## config.mk

```make
export PLATFORM = sky130hd
export DESIGN_NAME = cpuBusPort
export DESIGN_NICKNAME = d
export VERILOG_FILES = /design/src/cachePkg.sv /design/src/cpuBusPort.sv
export SDC_FILE = /design/constraint.sdc
export NUM_CORES = 1
export LEC_CHECK = 0
export BUFFER_PORTS_ARGS = -buffer_cell sky130_fd_sc_hd__buf_2
export CAP_MARGIN = 5
export CORE_MARGIN = 3
export CORE_UTILIZATION = 44
export DETAILED_ROUTE_END_ITERATION = 8
export PLACE_DENSITY = 0.94
export SETUP_SLACK_MARGIN = 0.15
export SKIP_CTS_REPAIR_TIMING = 1
export SYNTH_ARGS = -nofsm -noshare
export SYNTH_HDL_FRONTEND = slang
export SYNTH_SLANG_ARGS = --single-unit
```

## constraint.sdc

```tcl
create_clock -name Clock -period 8.9 [get_ports Clock]
set_input_delay 0.445 -clock Clock [delete_from_list [all_inputs] [get_ports Clock]]
set_output_delay 0.445 -clock Clock [all_outputs]
set_load 0.02 [all_outputs]
```

## src/cachePkg.sv

```systemverilog
//////////////////////////////
// Read cache shared types
//////////////////////////////

package cachePkg;

	// geometry
	parameter int AddrWidth    = 32;
	parameter int DataWidth    = 16;
	parameter int NumWays      = 4;
	parameter int NumSets      = 8;
	parameter int WordsPerLine = 8;

	// address fields, cpu address split as tag | index | word | byte
	typedef logic [DataWidth-1:0] dataT;          // one bus word
	typedef logic [24:0]          tagT;           // addr[31:7]
	typedef logic [2:0]           indexT;         // addr[6:4]
	typedef logic [2:0]           wordIdxT;       // addr[3:1]
	typedef logic [1:0]           wayT;           // way number 0..3
	typedef logic [2:0]           lruT;           // tree bits of one set

	//////////////////////////////
	// command structs
	//////////////////////////////

	// cpu request as held by the bus port, 50 bits
	typedef struct packed {
		logic    isWrite;                          // 1 = write-through, 0 = read
		tagT     tag;
		indexT   index;
		wordIdxT wordIdx;
		dataT    writeData;
		logic [1:0] byteEnable;                    // [1] upper byte, [0] lower byte
	} cpuCmdT;

	// DRAM opcodes
	typedef enum logic {
		dramBurstRead = 1'b0,                      // eight words, line aligned
		dramWrite     = 1'b1                       // single word
	} dramOpT;

	typedef struct packed {
		dramOpT op;
		logic [AddrWidth-1:0] address;             // bits 3:0 zero on a burst
		dataT   writeData;
		logic [1:0] byteEnable;
	} dramCmdT;

	//////////////////////////////
	// controller FSM
	//////////////////////////////

	typedef enum logic [2:0] {
		stReset,                                   // one cycle out of reset
		stInvalidate,                              // sweep all sets
		stIdle,
		stLookup,                                  // registered hit result valid here
		stHitRespond,
		stFill,                                    // burst line fill in flight
		stFillRespond,
		stWrite                                    // single word write-through
	} ctrlStateT;

endpackage
```

## src/cpuBusPort.sv

```systemverilog
//////////////////////////////
// CPU side bus port
//////////////////////////////

`timescale 1ns/1ps

module cpuBusPort (
	input  logic             Clock,
	input  logic             Reset_L,
	input  logic             cpuReq,            // four-phase request from the cpu
	input  cachePkg::cpuCmdT cpuCmd,
	input  logic             respond,           // one-cycle pulse from the controller
	input  cachePkg::dataT   respondData,
	output logic             cpuAck,
	output cachePkg::dataT   cpuReadData,
	output logic             reqValid,          // request captured and still open
	output cachePkg::cpuCmdT heldCmd
);

	logic capture;                              // first cycle cpuReq is seen
	logic withdraw;                             // cpu has withdrawn after our ack

	assign capture  = cpuReq && !reqValid;
	assign withdraw = cpuAck && !cpuReq;

	// handshake state
	always_ff @(posedge Clock or negedge Reset_L) begin
		if (!Reset_L) begin
			reqValid <= 1'b0;
			cpuAck   <= 1'b0;
		end else begin
			if (capture)
				reqValid <= 1'b1;
			else if (withdraw)
				reqValid <= 1'b0;               // ready for the next request

			if (respond)
				cpuAck <= 1'b1;                 // ack the cycle after respond
			else if (withdraw)
				cpuAck <= 1'b0;                 // phase four
		end
	end

	// command copy held until the transfer has closed
	always_ff @(posedge Clock) begin
		if (capture)
			heldCmd <= cpuCmd;
	end

	// read data is meaningless for a write
	always_ff @(posedge Clock) begin
		if (respond)
			cpuReadData <= respondData;
	end

endmodule

```

==> impl.org <==
** Outcome
- Run status :: completed

** Place
- Placed wire-length estimate :: 3701 µm
- Including well taps, the total number of placed cells is 262.
- Input/output buffers :: 137
- The congestion estimate from routability-driven global placement came to 0.7044.

** Logic synthesis
- In this run the mean area of a mapped cell was 28.59 µm².
- The synthesized netlist contains 6 unique library cells.
- Yosys synthesis warning count :: 0
- The synthesized design contains 68 register bits.
- Top flip-flop cell by instance count after synthesis :: edfxtp_1
- After technology mapping, the gate count stands at 72.
- Sequential element share of the synthesized area :: 0.9872
- Of the post-synthesis cell area, the dominant cell type holds 0.9629.
- The commonest cells after synthesis are edfxtp_1 (66), dfrtp_1 (2).
- Most frequent cell after synthesis :: edfxtp_1
- Async set-or-reset flop fraction in the synthesized netlist :: 0.02941
- Cell area after synthesis :: 2058 µm²
- Count of flip-flops with a built-in enable after synthesis :: 66
- After synthesis, the cell types taking the most area are edfxtp_1 (96%), dfrtp_1 (2.4%), a21o_2 (0.43%), a21o_1 (0.36%), nor2b_1 (0.30%).
- Leading area contributor after synthesis :: edfxtp_1
- Synthesized netlist net count :: 142

** Clock tree
- TritonCTS built the clock tree.
- The later pin in the worst-skew pair is clocked with a latency of 0.33 ns.
- CTS saw 68 sinks.
- The H-tree was split into 3 levels.
- Clock-pin slew was measured on the worst setup and hold paths at 0.07 ns.
- In this run the clock root is driven by a clkbuf_8.
- Cts bufs inserted :: 9
- Buffers from clock root to sink, at most :: 2

** Detailed routing
- Vias per Instance :: 4.624
- The detail route stage leaves a number of antenna-violating nets equal to 0.
- Count of TritonRoute iterations in the first routing pass :: 4
- Total Routed Length :: 5008 µm
- DR iter-0 viols :: 59
- In the final routed layout, each cell accounts on average for 17.95 µm.
- In the routed design, unresolved DRC markers number 0.
- For this block, the via count after detailed routing is 1290.

** Setup path
- Endpoint arrival time on the critical path :: 1.35 ns
- On the critical path, the stage with the largest delay is an instance of buf_4.
- Slowest Stage Delay on Critical Path :: 0.49 ns
- Cell breakdown of the critical path :: nor2b_4 > buf_4
- Largest delay contributor family on the critical path :: buffers and inverters
- The number of buffers and inverters on the critical path is 1.
- STA classifies the critical path startpoint as a register.
- STA classifies the critical path endpoint as a register.
- Data on the critical path is required at its endpoint by 8.86 ns.
- Path type of the worst setup path :: reg -> reg
- Along the worst path, the maximum fanout reaches 50.

** Die
- Height of the die :: 74.40 µm
- Row cnt :: 24
- The die covers 5535 µm².
- Width of the die :: 74.40 µm
- Boundary pin count :: 138
- Initial cell density of the core :: 0.4631
- In this run the standard cell core region covers 4444 µm².

** Timing
- Setup repair after global routing missed its margin :: no
- Final Max Slew Viols :: 0
- Period utilization :: 0.1563
- Total setup violations reported at the end of the flow :: 0
- The worst pin sits at a relative slew slack of 0.6057.
- F_max :: 718.9 MHz
- The count of final hold-check violations came to 0.
- After routing, the total negative slack on setup checks comes to 0 ns.
- The routed design could run at a clock period as short as 1.391 ns.
- For the final database, setup skew stands at 0.005138 ns.
- Transition at the pin with the smallest max-transition slack :: 0.5915 ns

** Power and ir drop
- P_leak :: 0.001318 µW
- Peak VDD IR :: 0.1371 mV
- Pwr per Cell Area :: 230.5 nW/µm²

** Finish
- After the flow finishes, the layout carries non-filler instances totaling 279.
- Area Growth Syn to Fin :: 48.21%
- Fraction of layout cells with a size suffix above 1 :: 0.6828
- Sequential standard cell area :: 2032 µm²
- Area of the multi-input gates :: 30.03 µm²
- The number of antenna diodes in the final layout is 0.
- After the last flow step, the layout net total stands at 292.
- Fillers :: 286

** GRT
- Entering global routing, the biggest net connects 51 pins.
- The first global-routing pass estimated 6906 µm of wire.
- The number of antenna violations at the first check in global routing was 0.
- The number of global-route vias before repair was 1309.
- GR Util All Layers :: 0.1831
- Global routing finished with a remaining overflow of 0.

** Min path
- Type of the worst min-delay path :: in -> reg

** Run
- Max-cap violation count :: 0
==> layout by cell type, fill, tap and decap left out, drive strengths merged <==
master       Yosys  layout
clkinvlp         0       2
bufinv           0       2
clkbuf           0      10
dfrtp            2       2
a21o             2       2
dlygate4sd3      0       1
buf              0     138
nor2b            1       1
inv              1       1
clkinv           0       2
edfxtp          66      66
==> power by group <==
part / internal (µW) / switching [µW] / total [µW]
Clock: 158 / 111 / 269
Sequential: 370 / 4.26 / 375
Combinational: 22.0 / 37.6 / 59.6
Total: 550 / 153 / 703
==> cells by family after synthesis <==
| kind of cell | synth area share |
|---|---|
| AND/OR/NAND/NOR | 0.003041 |
| buffers and inverters | 0.001822 |
| flip-flops | 0.9872 |
| AO/OA/AOI/OAI | 0.007905 |
==> sequential cells by signal, indices dropped and copies added, names as in the netlist <==
signal and cells:
cpuAck 1, reqValid 1, heldCmd 50, cpuReadData 16
==> final timing paths <==
check	startpoint	endpoint	slack, ns	cells after the start
worst max-delay path	reqValid$_DFFE_PN0P_	heldCmd[40]$_DFFE_PP_	7.51	2
worst min-delay path	cpuCmd[13]	heldCmd[13]$_DFFE_PP_	0.29	1
worst max register to register	reqValid$_DFFE_PN0P_	heldCmd[40]$_DFFE_PP_	7.51	2
worst min register to register	cpuAck$_DFFE_PN0P_	cpuAck$_DFFE_PN0P_	0.51	1
max in group asynchronous	Reset_L	cpuAck$_DFFE_PN0P_	8.37	2
min in group asynchronous	Reset_L	reqValid$_DFFE_PN0P_	0.44	2
==> area by class of cell <==
class,instances,area share
repair buffers,139,0.2305
well taps,52,0.02133
clock buffers,10,0.04184
multi-input cells,3,0.009844
inverters,1,0.001231
flip-flops and latches,68,0.6661
clock inverters,6,0.02912
==> metal layers <==
metal	track usage	part of all wire
met3	0.08514	0.12
met1	0.1874	0.33
met2	0.3151	0.53
met4	0.08893	0.017
met5	0	0
==> worst register-to-register path, delay by kind of cell (launching register included) <==
family,cells,cell delay [ns]
simple gates,1,0.11
flops,1,0.42
buf+inv,1,0.49
==> stage by stage <==
stage               setup slack (ns)  hold WS, ns  instance area, µm²  utilization  total power [µW]
global placement               7.372       0.2351                2824       0.6354             438.6
global route                   7.424       0.2651                3050       0.6864             728.2
detailed placement             7.333       0.2321                2824       0.6354             441.2
CTS                            7.505      -0.1245                3040       0.6841             710.0
finish                         7.509       0.2895                3050       0.6864             703.2
floorplan                      5.729       0.1494                2058            -             407.7
(Power assumes the default switching activity.)
