[config.mk]
export PLATFORM = sky130hd
export DESIGN_NAME = dramBurstPort
export DESIGN_NICKNAME = d
export VERILOG_FILES = /design/src/cachePkg.sv /design/src/dramBurstPort.sv
export SDC_FILE = /design/constraint.sdc
export NUM_CORES = 1
export LEC_CHECK = 0
export BUFFER_PORTS_ARGS = -buffer_cell sky130_fd_sc_hd__buf_4
export CAP_MARGIN = 15
export CORE_MARGIN = 3
export CORE_UTILIZATION = 35
export DETAILED_ROUTE_END_ITERATION = 7
export MAX_ROUTING_LAYER = met4
export PLACE_DENSITY = 0.74
export SLEW_MARGIN = 10
export SYNTH_ARGS = -nofsm -noshare
export SYNTH_HDL_FRONTEND = slang
export SYNTH_SLANG_ARGS = --single-unit
export TNS_END_PERCENT = 100
[constraint.sdc]
create_clock -name Clock -period 1.35 [get_ports Clock]
set_input_delay 0.27 -clock Clock [delete_from_list [all_inputs] [get_ports Clock]]
set_output_delay 0.27 -clock Clock [all_outputs]
set_load 0.02 [all_outputs]
[src/cachePkg.sv]
//////////////////////////////
// Read cache shared types
//////////////////////////////

package cachePkg;

	// geometry
	parameter int AddrWidth    = 32;
	parameter int DataWidth    = 16;
	parameter int NumWays      = 4;
	parameter int NumSets      = 8;
	parameter int WordsPerLine = 8;

	// address fields, cpu address split as tag | index | word | byte
	typedef logic [DataWidth-1:0] dataT;          // one bus word
	typedef logic [24:0]          tagT;           // addr[31:7]
	typedef logic [2:0]           indexT;         // addr[6:4]
	typedef logic [2:0]           wordIdxT;       // addr[3:1]
	typedef logic [1:0]           wayT;           // way number 0..3
	typedef logic [2:0]           lruT;           // tree bits of one set

	//////////////////////////////
	// command structs
	//////////////////////////////

	// cpu request as held by the bus port, 50 bits
	typedef struct packed {
		logic    isWrite;                          // 1 = write-through, 0 = read
		tagT     tag;
		indexT   index;
		wordIdxT wordIdx;
		dataT    writeData;
		logic [1:0] byteEnable;                    // [1] upper byte, [0] lower byte
	} cpuCmdT;

	// DRAM opcodes
	typedef enum logic {
		dramBurstRead = 1'b0,                      // eight words, line aligned
		dramWrite     = 1'b1                       // single word
	} dramOpT;

	typedef struct packed {
		dramOpT op;
		logic [AddrWidth-1:0] address;             // bits 3:0 zero on a burst
		dataT   writeData;
		logic [1:0] byteEnable;
	} dramCmdT;

	//////////////////////////////
	// controller FSM
	//////////////////////////////

	typedef enum logic [2:0] {
		stReset,                                   // one cycle out of reset
		stInvalidate,                              // sweep all sets
		stIdle,
		stLookup,                                  // registered hit result valid here
		stHitRespond,
		stFill,                                    // burst line fill in flight
		stFillRespond,
		stWrite                                    // single word write-through
	} ctrlStateT;

endpackage
[src/dramBurstPort.sv]
//////////////////////////////
// DRAM side burst port
//////////////////////////////

`timescale 1ns/1ps

module dramBurstPort (
	input  logic               Clock,
	input  logic               Reset_L,
	input  logic               start,           // one-cycle kick from the controller
	input  cachePkg::dramCmdT  startCmd,
	input  logic               dramAck,
	input  logic               dramWordValid,   // one pulse per burst word
	input  cachePkg::dataT     dramReadData,
	output logic               dramReq,
	output cachePkg::dramCmdT  dramCmd,
	output logic               done,
	output logic               fillWe,
	output cachePkg::wordIdxT  fillWord,
	output cachePkg::dataT     fillData
);

	logic              waitRelease;             // req dropped, waiting for ack low
	cachePkg::wordIdxT wordCount;               // next word of the line
	logic              takeWord;

	assign takeWord = dramReq && dramWordValid && (dramCmd.op == cachePkg::dramBurstRead);

	//////////////////////////////
	// request half of the handshake
	//////////////////////////////

	always_ff @(posedge Clock or negedge Reset_L) begin
		if (!Reset_L) begin
			dramReq     <= 1'b0;
			waitRelease <= 1'b0;
			done        <= 1'b0;
			fillWe      <= 1'b0;
			wordCount   <= '0;
		end else begin
			done   <= 1'b0;
			fillWe <= takeWord;                 // strobe one cycle after the word
			if (start) begin
				dramReq   <= 1'b1;
				wordCount <= '0;
			end else if (dramReq && dramAck) begin
				dramReq     <= 1'b0;
				waitRelease <= 1'b1;
			end else if (waitRelease && !dramAck) begin
				waitRelease <= 1'b0;
				done        <= 1'b1;            // back to idle on both sides
			end
			if (takeWord)
				wordCount <= wordCount + 1'b1;  // wraps after word 7
		end
	end

	// command held stable for the whole transfer
	always_ff @(posedge Clock) begin
		if (start)
			dramCmd <= startCmd;
	end

	// fill word and its slot
	always_ff @(posedge Clock) begin
		if (takeWord) begin
			fillWord <= wordCount;
			fillData <= dramReadData;
		end
	end

endmodule

==> results of run 1 <==
-- power by group through the flow --
stage	combinational [mW]	clock (mW)	sequential, mW
3_5_place_dp	0.714	0	2.90
3_3_place_gp	0.703	0	2.89
5_1_grt	0.744	2.18	2.86
6_report	0.704	2.02	2.84
2_1_floorplan	0.0418	0	3.09
4_1_cts	0.717	2.08	2.85
-- logic make-up (layout without fill, tap and decap cells) --
| family | count (synthesis) | count (layout) | share of synthesized area |
|---|---|---|---|
| flip-flops | 77 | 77 | 0.944 |
| AND/OR/NAND/NOR | 6 | 6 | 0.0218 |
| multiplexers | 3 | 3 | 0.0145 |
| AO/OA/AOI/OAI | 2 | 2 | 0.00727 |
| buffers and inverters | 2 | 167 | 0.00311 |
| XOR/XNOR | 1 | 1 | 0.00363 |
| adder cells (fa/ha/maj) | 1 | 1 | 0.00519 |
-- layout by cell type, fill, tap and decap left out, types with 2 or more instances in the layout --
master	instances
clkbuf_8	9
mux2i_1	2
bufinv_16	3
dfrtp_1	7
edfxtp_1	70
nand2b_1	2
buf_12	4
clkinvlp_4	2
nor2b_1	2
buf_4	144
-- registers in the layout, summed over array words and instances (netlist names) --
register	cells
done	1
wordCount	3
fillWord	3
dramCmd	51
dramReq	1
waitRelease	1
fillData	16
fillWe	1
-- final timing paths --
kind | start | end | slack (ns) | cells after the start
worst min register to register | waitRelease$_DFFE_PN0P_ | waitRelease$_DFFE_PN0P_ | 0.50 | 1
worst max-delay path | dramReq$_DFFE_PN0P_ | dramReq | 0.14 | 1
worst min-delay path | startCmd[24] | dramCmd[24]$_DFFE_PP_ | 0.11 | 1
max in group asynchronous | Reset_L | wordCount[2]$_DFFE_PN0P_ | 0.95 | 2
min in group asynchronous | Reset_L | dramReq$_DFFE_PN0P_ | 0.28 | 2
worst max register to register | dramCmd[50]$_DFFE_PP_ | fillData[9]$_DFFE_PP_ | 0.14 | 3
-- routing by layer --
layer	wire (um)	up-vias	track usage
li1	-	679	-
met1	1940	713	0.158
met2	3260	71	0.235
met3	377	12	0.0387
met4	144	0	0.0771
met5	0	-	-
-- final cells by class --
type                    instances  share of cell area
repair buffers                149               0.299
well taps                      77              0.0246
multi-input cells              13              0.0322
clock inverters                 6              0.0284
clock buffers                  10              0.0325
flip-flops and latches         77               0.581
inverters                       2             0.00287
-- metrics by stage --
stage	setup WS [ns]	cells	power [mW]	util	hold WS (ns)
final	0.139	334	5.56	0.604	0.108
after global routing	0.0720	334	5.79	0.604	0.0808
after global placement	0.185	317	3.59	0.565	0.0896
after CTS	0.119	334	5.64	0.604	0.0896
after floorplan	0.0457	92	3.13	-	-0.0256
after detailed placement	0.144	317	3.61	0.565	0.0889
-- synthesized netlist by cell type --
cell type / n
edfxtp_1: 70
dfrtp_1: 7
inv_1: 2
mux2i_1: 2
nand2b_1: 2
nor2b_1: 2
a21o_2: 1
ha_1: 1
mux2_4: 1
nand3b_4: 1
nor3b_1: 1
o22a_1: 1
xnor2_1: 1
==> results_dict.tcl, run 1 <==
set metrics [dict create \
    stdcell_area_um2 3920 \
    core_um2 6490 \
    leakagePower_nw 1.69 \
    final_antenna_net_count 0 \
    yosys_warnings 0 \
    clockBufferDepth 2 \
    track_usage 0.143 \
    crit_chain "buf_4" \
    grt_pass1_wl_mm 7.94 \
    pwr-share-seq 0.511 \
    place_area_um2 3670 \
    die_width_um 89 \
    portBuffers 144 \
    p_sw_mw 1.19 \
    setup_viol 0 \
    grt_antenna_before_repair 0 \
    clock.fmax_mhz 826 \
    num-fill-cells 495 \
    start_util 0.371 \
    vias_per_cell 4.42 \
    synth_area_leaders "edfxtp_1 (87%), dfrtp_1 (7.3%), mux2i_1 (0.83%)" \
    syn_avg_cell_area_um2 26.2 \
    clk_pin_slew_ns 0.08 \
    cp.required_ns 1.08 \
    fp.dieH_um 89 \
    slew_headroom 0.804 \
    min_path_type "input pin to flip-flop" \
    p_comb_frac 0.127 \
    clock_latency_ns 0.32 \
    critPathKind "flip-flop to output port" \
    synth_nets 165 \
    synth-seq-area-share 0.944 \
    ys_types 13 \
    numCtsBuffers 9 \
    first_global_vias 1525 \
    cts-root-buf "clkbuf_8" \
    cts_setup_buffers 0 \
    wirelength_mm 5.72 \
    hold_buffers 1 \
    synth_top_area_frac 0.872 \
    ff_latch_area_um2 2280 \
    p_sw_frac 0.214 \
    ctsResizeCount 0 \
    dieArea_um2 7920 \
    rsz0062_at_grt "false" \
    multi_input_area_um2 126 \
    wire_per_inst_um 17.1 \
    slowest_stage "dfrtp_1" \
    fin_crit_ns 1.21 \
    tightest_slew_ns 0.294 \
    first_pass_iters 4 \
    num_rows 29 \
    fin_crit_sh 0.897 \
    arrival_ns 0.94 \
    cp.buffers_inverters 1 \
    grt_max_degree 22 \
    hold_viol 0 \
    critPathTopFamily "flip-flops" \
    synth_seq_cells 77 \
    critPathMaxFanout 4 \
    cts-htree-levels 3 \
    setup_tns_ns 0 \
    cp-end-kind "output port" \
    drc 0 \
    drive_above_1_share 0.650 \
    fin_skew_ns 0.00330 \
    slowest_delay_ns 0.43 \
    vias 1475 \
    syn_area_um2 2410 \
    powerDensity_nw_per_um2 1420 \
    synth_cells 92 \
    startpoint_type "flip-flop" \
    ios 145 \
    tritoncts "built" \
    globalplace.congestion 0.649 \
    final_nets 325 \
    syn_to_final_growth_pct 62.6 \
    cts_sinks 77 \
    diodes 0 \
    ir_worst_vdd_mv 0.729 \
    drv_cap 0 \
    status "finished clean" \
    p_clk_frac 0.362 \
    yosys.area.top_type "edfxtp_1" \
    overflow 0 \
    place.detailed.hpwl_mm 4.55 \
    final_max_slew_viol_count 0 \
    first_iter_violations 53 \
    internal-power_mw 4.37 \
]
Note: power is estimated with default switching activity, not from simulation.
==> inputs of run 2 (changes only) <==
--- a/config.mk
+++ b/config.mk
@@ -11,7 +11,7 @@
 export CORE_UTILIZATION = 35
 export DETAILED_ROUTE_END_ITERATION = 7
 export MAX_ROUTING_LAYER = met4
-export PLACE_DENSITY = 0.74
+export PLACE_DENSITY = 0.71
 export SLEW_MARGIN = 10
 export SYNTH_ARGS = -nofsm -noshare
 export SYNTH_HDL_FRONTEND = slang
==> constraint.sdc (replaced) <==
create_clock -name Clock -period 1.6 [get_ports Clock]
set_input_delay 0.32 -clock Clock [delete_from_list [all_inputs] [get_ports Clock]]
set_output_delay 0.32 -clock Clock [all_outputs]
set_load 0.02 [all_outputs]
==> results_dict.tcl, run 2 (same netlist as run 1, synthesis figures left out) <==
set metrics [dict create \
    status "finished clean" \
    fin_crit_sh 0.795 \
    num-fill-cells 514 \
    powerDensity_nw_per_um2 1120 \
    dp_worst_setup_slack_ns 0.356 \
    arrival_ns 0.95 \
    cp-end-kind "output port" \
    place.detailed.hpwl_mm 4.48 \
    wirelength_mm 5.77 \
    final_antenna_net_count 0 \
    clk_pin_slew_ns 0.09 \
    numCtsBuffers 9 \
    globalplace.congestion 0.702 \
    fin_skew_ns 0.00715 \
    grt_antenna_before_repair 0 \
    ir_worst_vdd_mv 0.603 \
    fin_crit_ns 1.27 \
    slowest_stage "dfrtp_1" \
    critPathKind "flip-flop to output port" \
    core_um2 6490 \
    stdcell_area_um2 3810 \
    cp.required_ns 1.28 \
    final_max_slew_viol_count 0 \
    final_nets 324 \
    grt_pass1_wl_mm 7.56 \
    startpoint_type "flip-flop" \
    place_inst 316 \
    first_iter_violations 72 \
    hold_viol 0 \
    cts-htree-levels 3 \
    cts-root-buf "clkbuf_8" \
    r2r-end "fillData[10]$_DFFE_PP_" \
    dieArea_um2 7920 \
    start_util 0.371 \
    largest_reg_flops 51 \
    timing.rr.start "dramCmd[50]$_DFFE_PP_" \
    slew_headroom 0.791 \
    critPathTopFamily "flip-flops" \
    clockBufferDepth 2 \
    layout_commonest_cell "buf_4" \
    min_path_type "input pin to flip-flop" \
    holdPathStages 1 \
    r2r_setup_slack_ns 0.36 \
    wire_per_inst_um 17.3 \
    place_area_um2 3620 \
    cts_sinks 77 \
    drive_above_1_share 0.648 \
    fp.dieH_um 89 \
    setup_viol 0 \
    crit_chain "buf_4" \
    critPathMaxFanout 4 \
    cts_setup_buffers 0 \
    ios 145 \
    min_to "dramCmd[18]$_DFFE_PP_" \
    cp.buffers_inverters 1 \
    clock_latency_ns 0.33 \
    diodes 0 \
    setup_tns_ns 0 \
    fin_ws_ns 0.327 \
    top_regs "dramCmd: 51 flops, fillData: 16 flops" \
    vias_per_cell 4.47 \
    drv_cap 0 \
    finalPower_mw 4.29 \
    min_from "startCmd[18]" \
    leakagePower_nw 1.65 \
    first_global_vias 1529 \
    finalNonFillerCells 333 \
    reg2reg_depth 3 \
    die_width_um 89 \
    first_pass_iters 4 \
    tritoncts "built" \
    layout_common_cells "buf_4 (146), edfxtp_1 (70), clkbuf_8 (9)" \
    top_register "dramCmd" \
    tightest_slew_ns 0.313 \
    overflow 0 \
    track_usage 0.139 \
    clock.fmax_mhz 786 \
    grt_max_degree 27 \
    num_rows 29 \
    startpoint "dramReq$_DFFE_PN0P_" \
    slowest_delay_ns 0.44 \
    rsz0062_at_grt "false" \
    drc 0 \
    vias 1490 \
    portBuffers 144 \
    syn_to_final_growth_pct 58.2 \
]
-- run 2: stage by stage --
step / hold slack, ns / util
final: 0.146 / 0.587
after CTS: 0.124 / 0.587
after floorplan: 0.0244 / -
after detailed placement: 0.143 / 0.558
after global routing: 0.117 / 0.587
after global placement: 0.138 / 0.558
-- run 2: worst max path at each step --
stage	endpoint	slack, ns	cells past startpoint
2_1_floorplan	fillData[0]$_DFFE_PP_	0.10	2
3_3_place_gp	fillData[12]$_DFFE_PP_	0.40	3
3_5_place_dp	fillData[5]$_DFFE_PP_	0.36	3
4_1_cts	dramReq	0.30	1
5_1_grt	fillData[10]$_DFFE_PP_	0.27	3
6_report	dramReq	0.33	1
-- run 2: layout make-up --
cell class                 instances  area, um^2  share of cell area
clock buffer                       9         124              0.0325
clock inverter                     7        56.3              0.0148
inverter                           2        7.51             0.00197
multi-input combinational         13         126              0.0331
sequential                        77        2280               0.597
tap                               77        96.3              0.0253
timing repair buffer             148        1130               0.295
-- run 2: per-layer routing --
layer  up-vias  global-route usage  wire (um)
li1        679                   -          -
met1       710               0.141       1900
met2        83               0.223       3150
met3        18              0.0516        532
met4         0              0.0920        185
met5         -                   -          0
-- run 2: what timing repair did --
item / in CTS / in global routing
hold buffers: 1 / 0
resized for setup: 0 / 0
hold endpoints to repair: 7 / 0
-- run 2: report_power, final --
| group | switching [mW] | total (mW) | internal (mW) |
|---|---|---|---|
| logic | 0.292 | 0.580 | 0.287 |
| clock network | 0.731 | 1.31 | 0.582 |
| registers | 0.0464 | 2.40 | 2.35 |
