File: src/cachePkg.sv
//////////////////////////////
// Read cache shared types
//////////////////////////////

package cachePkg;

	// geometry
	parameter int AddrWidth    = 32;
	parameter int DataWidth    = 16;
	parameter int NumWays      = 4;
	parameter int NumSets      = 8;
	parameter int WordsPerLine = 8;

	// address fields, cpu address split as tag | index | word | byte
	typedef logic [DataWidth-1:0] dataT;          // one bus word
	typedef logic [24:0]          tagT;           // addr[31:7]
	typedef logic [2:0]           indexT;         // addr[6:4]
	typedef logic [2:0]           wordIdxT;       // addr[3:1]
	typedef logic [1:0]           wayT;           // way number 0..3
	typedef logic [2:0]           lruT;           // tree bits of one set

	//////////////////////////////
	// command structs
	//////////////////////////////

	// cpu request as held by the bus port, 50 bits
	typedef struct packed {
		logic    isWrite;                          // 1 = write-through, 0 = read
		tagT     tag;
		indexT   index;
		wordIdxT wordIdx;
		dataT    writeData;
		logic [1:0] byteEnable;                    // [1] upper byte, [0] lower byte
	} cpuCmdT;

	// DRAM opcodes
	typedef enum logic {
		dramBurstRead = 1'b0,                      // eight words, line aligned
		dramWrite     = 1'b1                       // single word
	} dramOpT;

	typedef struct packed {
		dramOpT op;
		logic [AddrWidth-1:0] address;             // bits 3:0 zero on a burst
		dataT   writeData;
		logic [1:0] byteEnable;
	} dramCmdT;

	//////////////////////////////
	// controller FSM
	//////////////////////////////

	typedef enum logic [2:0] {
		stReset,                                   // one cycle out of reset
		stInvalidate,                              // sweep all sets
		stIdle,
		stLookup,                                  // registered hit result valid here
		stHitRespond,
		stFill,                                    // burst line fill in flight
		stFillRespond,
		stWrite                                    // single word write-through
	} ctrlStateT;

endpackage
File: src/lruTree.sv
//////////////////////////////
// Pseudo-LRU tree
//////////////////////////////

`timescale 1ns/1ps

module lruTree (
	input  logic            Clock,
	input  logic            Reset_L,
	input  cachePkg::indexT setIndex,
	input  logic            clearWe,          // invalidation sweep
	input  logic            touchWe,
	input  cachePkg::wayT   touchWay,
	output cachePkg::wayT   victimWay
);

	cachePkg::lruT lruMem [cachePkg::NumSets];
	cachePkg::lruT curTree;
	cachePkg::lruT touchedTree;

	assign curTree = lruMem[setIndex];

	// bit 0 picks the pair, bits 1 and 2 pick inside pair 0 and pair 1
	always_comb begin
		if (curTree[0])
			victimWay = curTree[2] ? 2'd3 : 2'd2;
		else
			victimWay = curTree[1] ? 2'd1 : 2'd0;
	end

	// point away from the touched way, the other pair bit is kept
	always_comb begin
		touchedTree    = curTree;
		touchedTree[0] = ~touchWay[1];
		if (touchWay[1])
			touchedTree[2] = ~touchWay[0];
		else
			touchedTree[1] = ~touchWay[0];
	end

	always_ff @(posedge Clock or negedge Reset_L) begin
		if (!Reset_L)
			lruMem <= '{default: '0};
		else if (clearWe)
			lruMem[setIndex] <= '0;
		else if (touchWe)
			lruMem[setIndex] <= touchedTree;
	end

endmodule

File: config.mk
export PLATFORM = sky130hd
export DESIGN_NAME = lruTree
export DESIGN_NICKNAME = d
export VERILOG_FILES = /design/src/cachePkg.sv /design/src/lruTree.sv
export SDC_FILE = /design/constraint.sdc
export NUM_CORES = 1
export LEC_CHECK = 0
export BUFFER_PORTS_ARGS = -buffer_cell sky130_fd_sc_hd__clkbuf_2
export CAP_MARGIN = 20
export CORE_UTILIZATION = 33
export DETAILED_ROUTE_END_ITERATION = 8
export SYNTH_ARGS = -nofsm -noshare
export SYNTH_HDL_FRONTEND = slang
export SYNTH_SLANG_ARGS = --single-unit
File: constraint.sdc
create_clock -name Clock -period 1.9 [get_ports Clock]
set_clock_uncertainty 0.15 [all_clocks]
set_input_delay 0.285 -clock Clock [delete_from_list [all_inputs] [get_ports Clock]]
set_output_delay 0.285 -clock Clock [all_outputs]
set_load 0.02 [all_outputs]
==> reports/qor.yml, run 1 <==
worst_setup_path:
  r2r_slack_ns: 0.11
  critPathRequiredTime_ns: 1.46
  rr_worst_depth: 4
  cp_slowest_stage_delay_ns: 0.47
  cp_num_buf_inv: 1
  r2r-end: "lruMem[4]"
  critPathKind: "reg2out"
  path_max_fanout: 3
  cp-end-kind: "primary output"
  critPathLaunchType: "flop"
  critPathTopFamily: "multiplexers"
  crit_path_cell_trace: "mux4_2 -> mux2_4 -> nor3_4 -> a21oi_4 -> buf_6"
  critPathSlowestCell: "mux4_2"
  crit_arrival_ns: 1.79
  r2r_start: "lruMem[22]"
global_routing:
  grt-ovfl-total: 0
  grtUsageMet1_pct: 22.4
  antenna_found_initial: 0
  use_met3_pct: 2.95
  use_met2_pct: 28.1
  grt_start_max_net_pins: 25
  grt_pass1_wl_um: 5500
  grt_pass1_vias: 1146
  grt-busiest-layer: "met2"
  globalRouteTotalUtil_pct: 17.3
cells_and_area:
  largest_reg_flops: 24
  area_delta_synth_final_pct: 19.3
  top_regs: "lruMem x24"
  final_common_cell: "nand2_1"
  fin_area_um2: 1590
  final_nets: 161
  drive_gt1_share_pct: 30.5
  final_cell_mix: "nand2_1 (27), dfrtp_1 (24), buf_4 (12)"
  antennaDiodeCount: 0
  largest-register: "lruMem"
  instances_no_fill: 199
run_status:
  failed_checks: "setup timing"
  outcome: "finished, violations left"
clock_network:
  clockBufferDepth: 2
  clock_latency_ns: 0.27
  clockRootBuffer: "clkbuf_8"
  cts_sinks: 24
  path_clk_slew_ns: 0.08
  cts_tree: "done"
  numCtsBuffers: 3
  cts-htree-levels: 1
synth:
  yosysSeqAreaShare_pct: 44.9
  ys_ff_latch: 24
  syn_nets: 143
  syn_inst: 134
  avgSynthCellArea_um2: 9.97
  syn_area_um2: 1340
  ys_warn_count: 0
  ys_types: 28
placement:
  dp.cells: 192
  port_buffers: 10
  hpwl_um: 2410
  gp_congestion: 0.824
  place_area_um2: 1500
power_and_ir_drop:
  power_density_nw_per_um2: 759
  leakage_uw: 0.000692
  vdd_ir_drop_max_uv: 247
  power_uw: 1210
routing:
  viasPerCell: 5.42
  totalWireLength_um: 3200
  drtIter0Drc: 63
  drtPass1Iterations: 4
  drc_errors: 0
  dr_total_vias: 1079
  wl_per_cell_um: 16.1
  antenna_left: 0
timing:
  hold_viol_final: 0
  clock.fmax_mhz: 450
  worst_slack_ns: -0.324
  rsz0062_at_grt: "yes"
  final.min_clock_period_ns: 2.22
  fin_setup_tns_ns: -0.603
  relSlewSlack_pct: 59.6
  fin_crit_sh_pct: 117
  setup-violations-final: 2
  tightest_slew_ns: 0.606
  slew_violations: 0
die:
  die_w_um: 65.6
  initial_core_util_pct: 35.4
  die_area_um2: 4310
  num_io_pins: 11
  num_rows: 22
  fp.coreArea_um2: 3770
  die_h_um: 65.6
worst_hold_path:
  hold_path_class: "in2reg"
  hold_depth: 3
  hp-start: "touchWay[0]"
  whs_endpoint: "lruMem[5]"
job:
  maxCapViolations: 0
## tightest hold or removal path, stage by stage
cell	delay, ns
clkbuf_2	0.10
o32a_4	0.27
o21ai_2	0.06
## where the power goes
part	internal (uW)	switching, uW	leakage, uW
registers	560	31.3	0.000325
logic	123	140	0.000338
clock network	185	169	0.0000288
## routing by layer
| metal | routed length [um] | vias to the layer above |
|---|---|---|
| met1 | 1550 | 538 |
| met5 | 0 | - |
| met4 | 57 | 0 |
| met3 | 84 | 5 |
| met2 | 1510 | 15 |
| li1 | - | 521 |
## area by class of cell
| type | count | area (um^2) |
|---|---|---|
| Tap cell | 48 | 60.1 |
| Multi-Input combinational cell | 100 | 713 |
| Sequential cell | 24 | 601 |
| Fill cell | 375 | 2180 |
| Timing Repair Buffer | 23 | 165 |
| Clock buffer | 4 | 55.1 |
## synthesized netlist by cell type, drive strengths merged
cell type / count / area share (%)
nand2b: 3 / 1.4
buf: 5 / 2.2
o22ai: 1 / 0.47
nor3b: 3 / 1.7
nand2: 27 / 7.6
o2bb2ai: 1 / 0.66
nor3: 3 / 1.1
a22oi: 8 / 4.5
or3: 1 / 0.47
o32a: 1 / 1.7
mux2i: 7 / 5.2
or2: 6 / 2.8
mux2: 2 / 1.7
o31ai: 8 / 4.5
nand3: 1 / 0.37
nor2: 2 / 0.56
nand3b: 2 / 1.1
a21oi: 1 / 0.37
clkbuf: 5 / 1.4
o21ai: 16 / 7.7
dfrtp: 24 / 45
and3b: 3 / 2.0
mux4: 3 / 5.1
and3: 1 / 0.47
## timing repair
item                                    4_1_cts  5_1_grt
endpoints found under the hold margin        24        0
resized for setup                             2        3
endpoints found under the setup margin        2        2
setup buffers                                 1        1
hold buffers                                  1        0
gates cloned                                  0        0
## metrics by stage
stage          util (%)  hold WS (ns)  setup WS, ns
4_1_cts            41.9         0.317        -0.364
2_1_floorplan         -        -0.161        0.0172
6_report           42.3         0.323        -0.324
5_1_grt            42.3         0.340        -0.392
3_5_place_dp       39.7         0.175        -0.180
3_3_place_gp       39.7         0.160        -0.137
## worst max path at each step
stage / from / endpoint / slack [ns] / cells after the start
after floorplan: setIndex[0] / victimWay[0] / 0.02 / 5
final: lruMem[6] / victimWay[0] / -0.32 / 5
after global placement: setIndex[0] / victimWay[0] / -0.14 / 6
after CTS: lruMem[0] / victimWay[0] / -0.36 / 5
after detailed placement: setIndex[0] / lruMem[4] / -0.18 / 6
after global routing: lruMem[0] / victimWay[0] / -0.39 / 5
## cells by family after synthesis
family	count (synthesis)	share of synthesized area (%)
AOI/OAI and AO/OA	36	19.9
muxes	12	12.0
buffers and inverters	10	3.65
DFF	24	44.9
and+or+nand+nor	52	19.6
Note: power is estimated with default switching activity, not from simulation.
==> run 2, diff against run 1 <==
--- a/config.mk
+++ b/config.mk
@@ -9,6 +9,7 @@
 export CAP_MARGIN = 20
 export CORE_UTILIZATION = 33
 export DETAILED_ROUTE_END_ITERATION = 8
+export SETUP_SLACK_MARGIN = 0.05
 export SYNTH_ARGS = -nofsm -noshare
 export SYNTH_HDL_FRONTEND = slang
 export SYNTH_SLANG_ARGS = --single-unit
==> run 2 against run 1 <==
  * The run still ends with setup timing left
  * Via count up 2.6%
  * Combinational power decreased by 4%
  * Sequential share of layout area is 1.0 points higher
  * Register-to-register slack better by 0.03 ns
  * Sequential power barely moved
  * Largest power group unchanged
  * Highest routed layer unchanged
==> reports/qor.yml, run 2 (same netlist as run 1, synthesis figures left out) <==
run_status:
  outcome: "finished, violations left"
  failed_checks: "setup timing"
die:
  num_io_pins: 11  # unchanged
  num_rows: 22  # unchanged
  die_area_um2: 4310  # unchanged
  die_h_um: 65.6  # unchanged
  initial_core_util_pct: 35.4  # unchanged
  fp.coreArea_um2: 3770  # unchanged
  die_w_um: 65.6  # unchanged
placement:
  port_buffers: 10  # unchanged
  gp_congestion: 0.826  # +0.23%
  place_area_um2: 1490  # -0.50%
  hpwl_um: 2400  # -0.47%
  dp.cells: 191  # -0.52%
job:
  maxCapViolations: 0  # unchanged
worst_hold_path:
  hold_depth: 3  # unchanged
  hold_path_class: "in2reg"
  whs_endpoint: "lruMem[14]"
  hp-start: "touchWay[0]"
timing:
  tightest_slew_ns: 0.632  # +0.0259 ns
  clock.fmax_mhz: 448  # -0.33%
  relSlewSlack_pct: 57.9  # -1.7 points
  setup-violations-final: 2  # unchanged
  worst_hold_slack_ns: 0.321  # -0.00268 ns
  hold_viol_final: 0  # unchanged
  final.min_clock_period_ns: 2.23  # +0.00735 ns
  fin_crit_sh_pct: 117  # +0.39 points
  rsz0062_at_grt: "yes"
  slew_violations: 0  # unchanged
  worst_slack_ns: -0.331  # -0.00735 ns
cells_and_area:
  largest_reg_flops: 24  # unchanged
  fin_area_um2: 1550  # -2.7%
  final_nets: 158  # -1.9%
  area_delta_synth_final_pct: 16.1
  antennaDiodeCount: 0  # unchanged
  final_util_pct: 41.1  # -1.1 points
  instances_no_fill: 195  # -2.0%
  final_common_cell: "nand2_1"
  final_cell_mix: "nand2_1 (27), dfrtp_1 (24), buf_4 (9)"
  largest-register: "lruMem"
  top_regs: "lruMem x24"
  drive_gt1_share_pct: 28.6  # -1.9 points
worst_setup_path:
  rr_worst_depth: 4  # unchanged
  r2r_start: "lruMem[22]"
  crit_arrival_ns: 1.80  # about the same
  r2r-end: "lruMem[7]"
  critPathRequiredTime_ns: 1.46  # about the same
  path_max_fanout: 3  # unchanged
  critPathLaunchType: "flop"
  cp-end-kind: "primary output"
  critPathKind: "reg2out"
  r2r_slack_ns: 0.14  # +0.03 ns
routing:
  wl_per_cell_um: 16.8  # +4.6%
  drtIter0Drc: 80  # +27%
  antenna_left: 0  # unchanged
  dr_total_vias: 1107  # +2.6%
  totalWireLength_um: 3280  # +2.5%
  drtPass1Iterations: 4  # unchanged
  drc_errors: 0  # unchanged
  viasPerCell: 5.68  # +4.7%
power_and_ir_drop:
  power_uw: 1150  # -4.9%
  leakage_uw: 0.000667  # -3.6%
  power_density_nw_per_um2: 742  # -2.3%
  vdd_ir_drop_max_uv: 258  # +4.5%
clock_network:
  cts_sinks: 24  # unchanged
  clockBufferDepth: 2  # unchanged
  numCtsBuffers: 3  # unchanged
  cts-htree-levels: 1  # unchanged
  clock_latency_ns: 0.27  # about the same
  path_clk_slew_ns: 0.09  # about the same
  cts_tree: "done"
  clockRootBuffer: "clkbuf_8"
global_routing:
  antenna_found_initial: 0  # unchanged
  grt_pass1_vias: 1084  # -5.4%
  globalRouteTotalUtil_pct: 17.0  # -0.29 points
  grt_start_max_net_pins: 25  # unchanged
  grt-ovfl-total: 0  # unchanged
  grt_pass1_wl_um: 5380  # -2.1%
[run 2: how the worst max path moves through the flow]
stage | to | slack, ns | depth (start not counted) | from
finish | victimWay[0] | -0.33 | 5 | lruMem[0]
global route | victimWay[0] | -0.38 | 5 | lruMem[0]
CTS | victimWay[0] | -0.35 | 5 | lruMem[0]
detailed placement | lruMem[13] | -0.17 | 6 | setIndex[0]
global placement | victimWay[0] | -0.15 | 6 | setIndex[0]
floorplan | victimWay[0] | 0.04 | 5 | setIndex[0]
[run 2: final cells by class]
cell class	count	area, um^2
clock buffer	3	41.3
fill	372	2220
multi-input combinational	100	713
sequential	24	601
tap	48	60.1
timing repair buffer	20	136
[run 2: critical path, stage by stage, from the launching register on]
cell     delay (ns)
dfrtp_1        0.41
mux4_2         0.47
mux2_4         0.31
nor3_4         0.15
a21oi_4        0.04
buf_6          0.13
[run 2: metal layers]
metal / share of wire [%] / wire, um / GRT usage, %
met3: 3.9 / 128 / 2.26
met2: 46 / 1510 / 25.3
met1: 48 / 1580 / 24.2
met5: 0 / 0 / 0
met4: 2.0 / 66 / 8.15
[run 2: metrics by stage]
stage | worst slack, ns | setup TNS, ns
floorplan | 0.0413 | 0
finish | -0.331 | -0.517
global route | -0.379 | -0.644
global placement | -0.147 | -1.14
CTS | -0.354 | -0.539
detailed placement | -0.170 | -1.84
[run 2: report_power, final]
part	internal, uW	switching, uW
sequential	560	31.2
clock	142	165
combinational	112	139
total	815	336
[run 2: what timing repair did]
| item | 4_1_cts | 5_1_grt |
|---|---|---|
| hold buffers | 1 | 0 |
| buffers inserted | 0 | 0 |
| endpoints found under the hold margin | 24 | 0 |
| endpoints found under the setup margin | 2 | 10 |
| pin swaps | 0 | 0 |
| gates resized for setup | 1 | 3 |
==> run 3, diff against run 2 <==
--- a/config.mk
+++ b/config.mk
@@ -5,10 +5,13 @@
 export SDC_FILE = /design/constraint.sdc
 export NUM_CORES = 1
 export LEC_CHECK = 0
-export BUFFER_PORTS_ARGS = -buffer_cell sky130_fd_sc_hd__clkbuf_2
+export BUFFER_PORTS_ARGS = -buffer_cell sky130_fd_sc_hd__buf_2
 export CAP_MARGIN = 20
+export CELL_PAD_IN_SITES_DETAIL_PLACEMENT = 1
+export CELL_PAD_IN_SITES_GLOBAL_PLACEMENT = 1
 export CORE_UTILIZATION = 33
 export DETAILED_ROUTE_END_ITERATION = 8
+export PLACE_DENSITY_LB_ADDON = 0.1
 export SETUP_SLACK_MARGIN = 0.05
 export SYNTH_ARGS = -nofsm -noshare
 export SYNTH_HDL_FRONTEND = slang
==> run 3 against run 2 <==
  * The flow still finishes with violations (setup timing)
  * Sequential share of layout area decreased by 1.3 points
  * Count of clock-buffer cells in the layout unchanged
  * Critical path depth unchanged
  * Routed wire length increased by 5.8%
  * Largest power group unchanged
  * Final cell count increased by 2.6%
  * Critical path type unchanged
==> reports/qor.yml, run 3 (same netlist as run 1, synthesis figures left out) <==
routing:
  drtPass1Iterations: 4  # unchanged
  antenna_left: 0  # unchanged
  viasPerCell: 5.43  # -4.3%
  wl_per_cell_um: 17.3  # +3.2%
  drtIter0Drc: 29  # -64%
  drc_errors: 0  # unchanged
  totalWireLength_um: 3470  # +5.8%
  dr_total_vias: 1086  # -1.9%
die:
  die_h_um: 65.6  # unchanged
  fp.coreArea_um2: 3770  # unchanged
  die_area_um2: 4310  # unchanged
  die_w_um: 65.6  # unchanged
  num_rows: 22  # unchanged
  num_io_pins: 11  # unchanged
  initial_core_util_pct: 35.4  # unchanged
run_status:
  failed_checks: "setup timing"
  outcome: "finished, violations left"
global_routing:
  grt_pass1_wl_um: 5920  # +10%
  grt_start_max_net_pins: 25  # unchanged
  grt_pass1_vias: 1131  # +4.3%
  globalRouteTotalUtil_pct: 19.0  # +1.9 points
  antenna_found_initial: 0  # unchanged
  grt-ovfl-total: 0  # unchanged
timing:
  worst_slack_ns: -0.322  # +0.00938 ns
  fin_crit_sh_pct: 117  # -0.49 points
  rsz0062_at_grt: "yes"
  slew_violations: 0  # unchanged
  tightest_slew_ns: 0.555  # -0.0769 ns
  clock.fmax_mhz: 450  # +0.42%
  hold_viol_final: 0  # unchanged
  relSlewSlack_pct: 62.9  # +5.0 points
  setup-violations-final: 2  # unchanged
  worst_hold_slack_ns: 0.319  # -0.00164 ns
  final.min_clock_period_ns: 2.22  # -0.00938 ns
power_and_ir_drop:
  power_density_nw_per_um2: 726  # -2.1%
  vdd_ir_drop_max_uv: 414  # +60%
  leakage_uw: 0.000697  # +4.5%
  power_uw: 1170  # +1.3%
worst_setup_path:
  critPathRequiredTime_ns: 1.46  # about the same
  path_max_fanout: 3  # unchanged
  crit_arrival_ns: 1.79  # about the same
  critPathKind: "reg2out"
  cp-end-kind: "primary output"
  critPathLaunchType: "flop"
clock_network:
  clockBufferDepth: 2  # unchanged
  cts-htree-levels: 1  # unchanged
  numCtsBuffers: 3  # unchanged
  cts_tree: "done"
  clock_latency_ns: 0.27  # about the same
  path_clk_slew_ns: 0.08  # about the same
  clockRootBuffer: "clkbuf_8"
  cts_sinks: 24  # unchanged
cells_and_area:
  instances_no_fill: 200  # +2.6%
  final_util_pct: 42.6  # +1.4 points
  top_regs: "lruMem x24"
  final_nets: 163  # +3.2%
  multi_input_area_um2: 713  # unchanged
  largest-register: "lruMem"
  final_common_cell: "nand2_1"
  fillers: 424  # +14%
  final_cell_mix: "nand2_1 (27), dfrtp_1 (24), buf_4 (13)"
  drive_gt1_share_pct: 30.9  # +2.3 points
  register_area_um2: 601  # unchanged
  area_delta_synth_final_pct: 20.1
  antennaDiodeCount: 0  # unchanged
  largest_reg_flops: 24  # unchanged
placement:
  gp_congestion: 0.775  # -6.2%
  dp.cells: 195  # +2.1%
  hpwl_um: 2630  # +10%
  port_buffers: 10  # unchanged
  dp_slack_ns: -0.168  # +0.00285 ns
job:
  maxCapViolations: 0  # unchanged
worst_hold_path:
  hold_path_class: "in2reg"
run 3: path summary, 6_finish.rpt:
kind / from / endpoint / slack [ns] / cells past startpoint
setup reg to reg: lruMem[19] / lruMem[7] / 0.14 / 4
hold / removal: setIndex[2] / lruMem[2] / 0.32 / 3
setup / recovery: lruMem[0] / victimWay[0] / -0.32 / 5
min in group asynchronous: Reset_L / lruMem[20] / 0.38 / 2
hold reg to reg: lruMem[23] / lruMem[23] / 0.34 / 2
max in group asynchronous: Reset_L / lruMem[6] / 0.85 / 2
run 3: critical path, cell delays in order, from the launching register on:
cell and delay, ns:
dfrtp_1 0.42, mux4_2 0.47, mux2_4 0.31, nor3_4 0.15, a21oi_4 0.05, buf_6 0.13
run 3: repair_timing:
action                                  4_1_cts  5_1_grt
resized for setup                             4        0
pin swaps                                     0        0
hold buffers                                  1        0
endpoints found under the setup margin        2       10
gates cloned                                  0        0
endpoints found under the hold margin        24        0
buffers inserted                              1        0
run 3: area by class of cell:
type,instances,area share (%)
multi-input cells,100,44.4
flip-flops and latches,24,37.4
repair buffers,25,11.8
well taps,48,3.74
clock buffers,3,2.57
run 3: where the power goes:
part	total, uW	internal, uW	switching [uW]
Clock	302	142	160
Sequential	591	560	31.2
Combinational	273	130	142
Total	1170	833	333
run 3: routing by layer:
layer	track usage (%)	wire, um	vias to the layer above
met2	29.7	1640	14
met5	0	0	-
met3	4.17	94	2
li1	-	-	525
met4	4.08	29	0
met1	26.5	1710	545
run 3: stage by stage:
| stage | setup TNS [ns] | instance area [um^2] |
|---|---|---|
| global placement | -1.11 | 1530 |
| finish | -0.579 | 1610 |
| detailed placement | -1.66 | 1530 |
| global route | -0.671 | 1610 |
| CTS | -0.602 | 1610 |
| floorplan | 0 | 1370 |
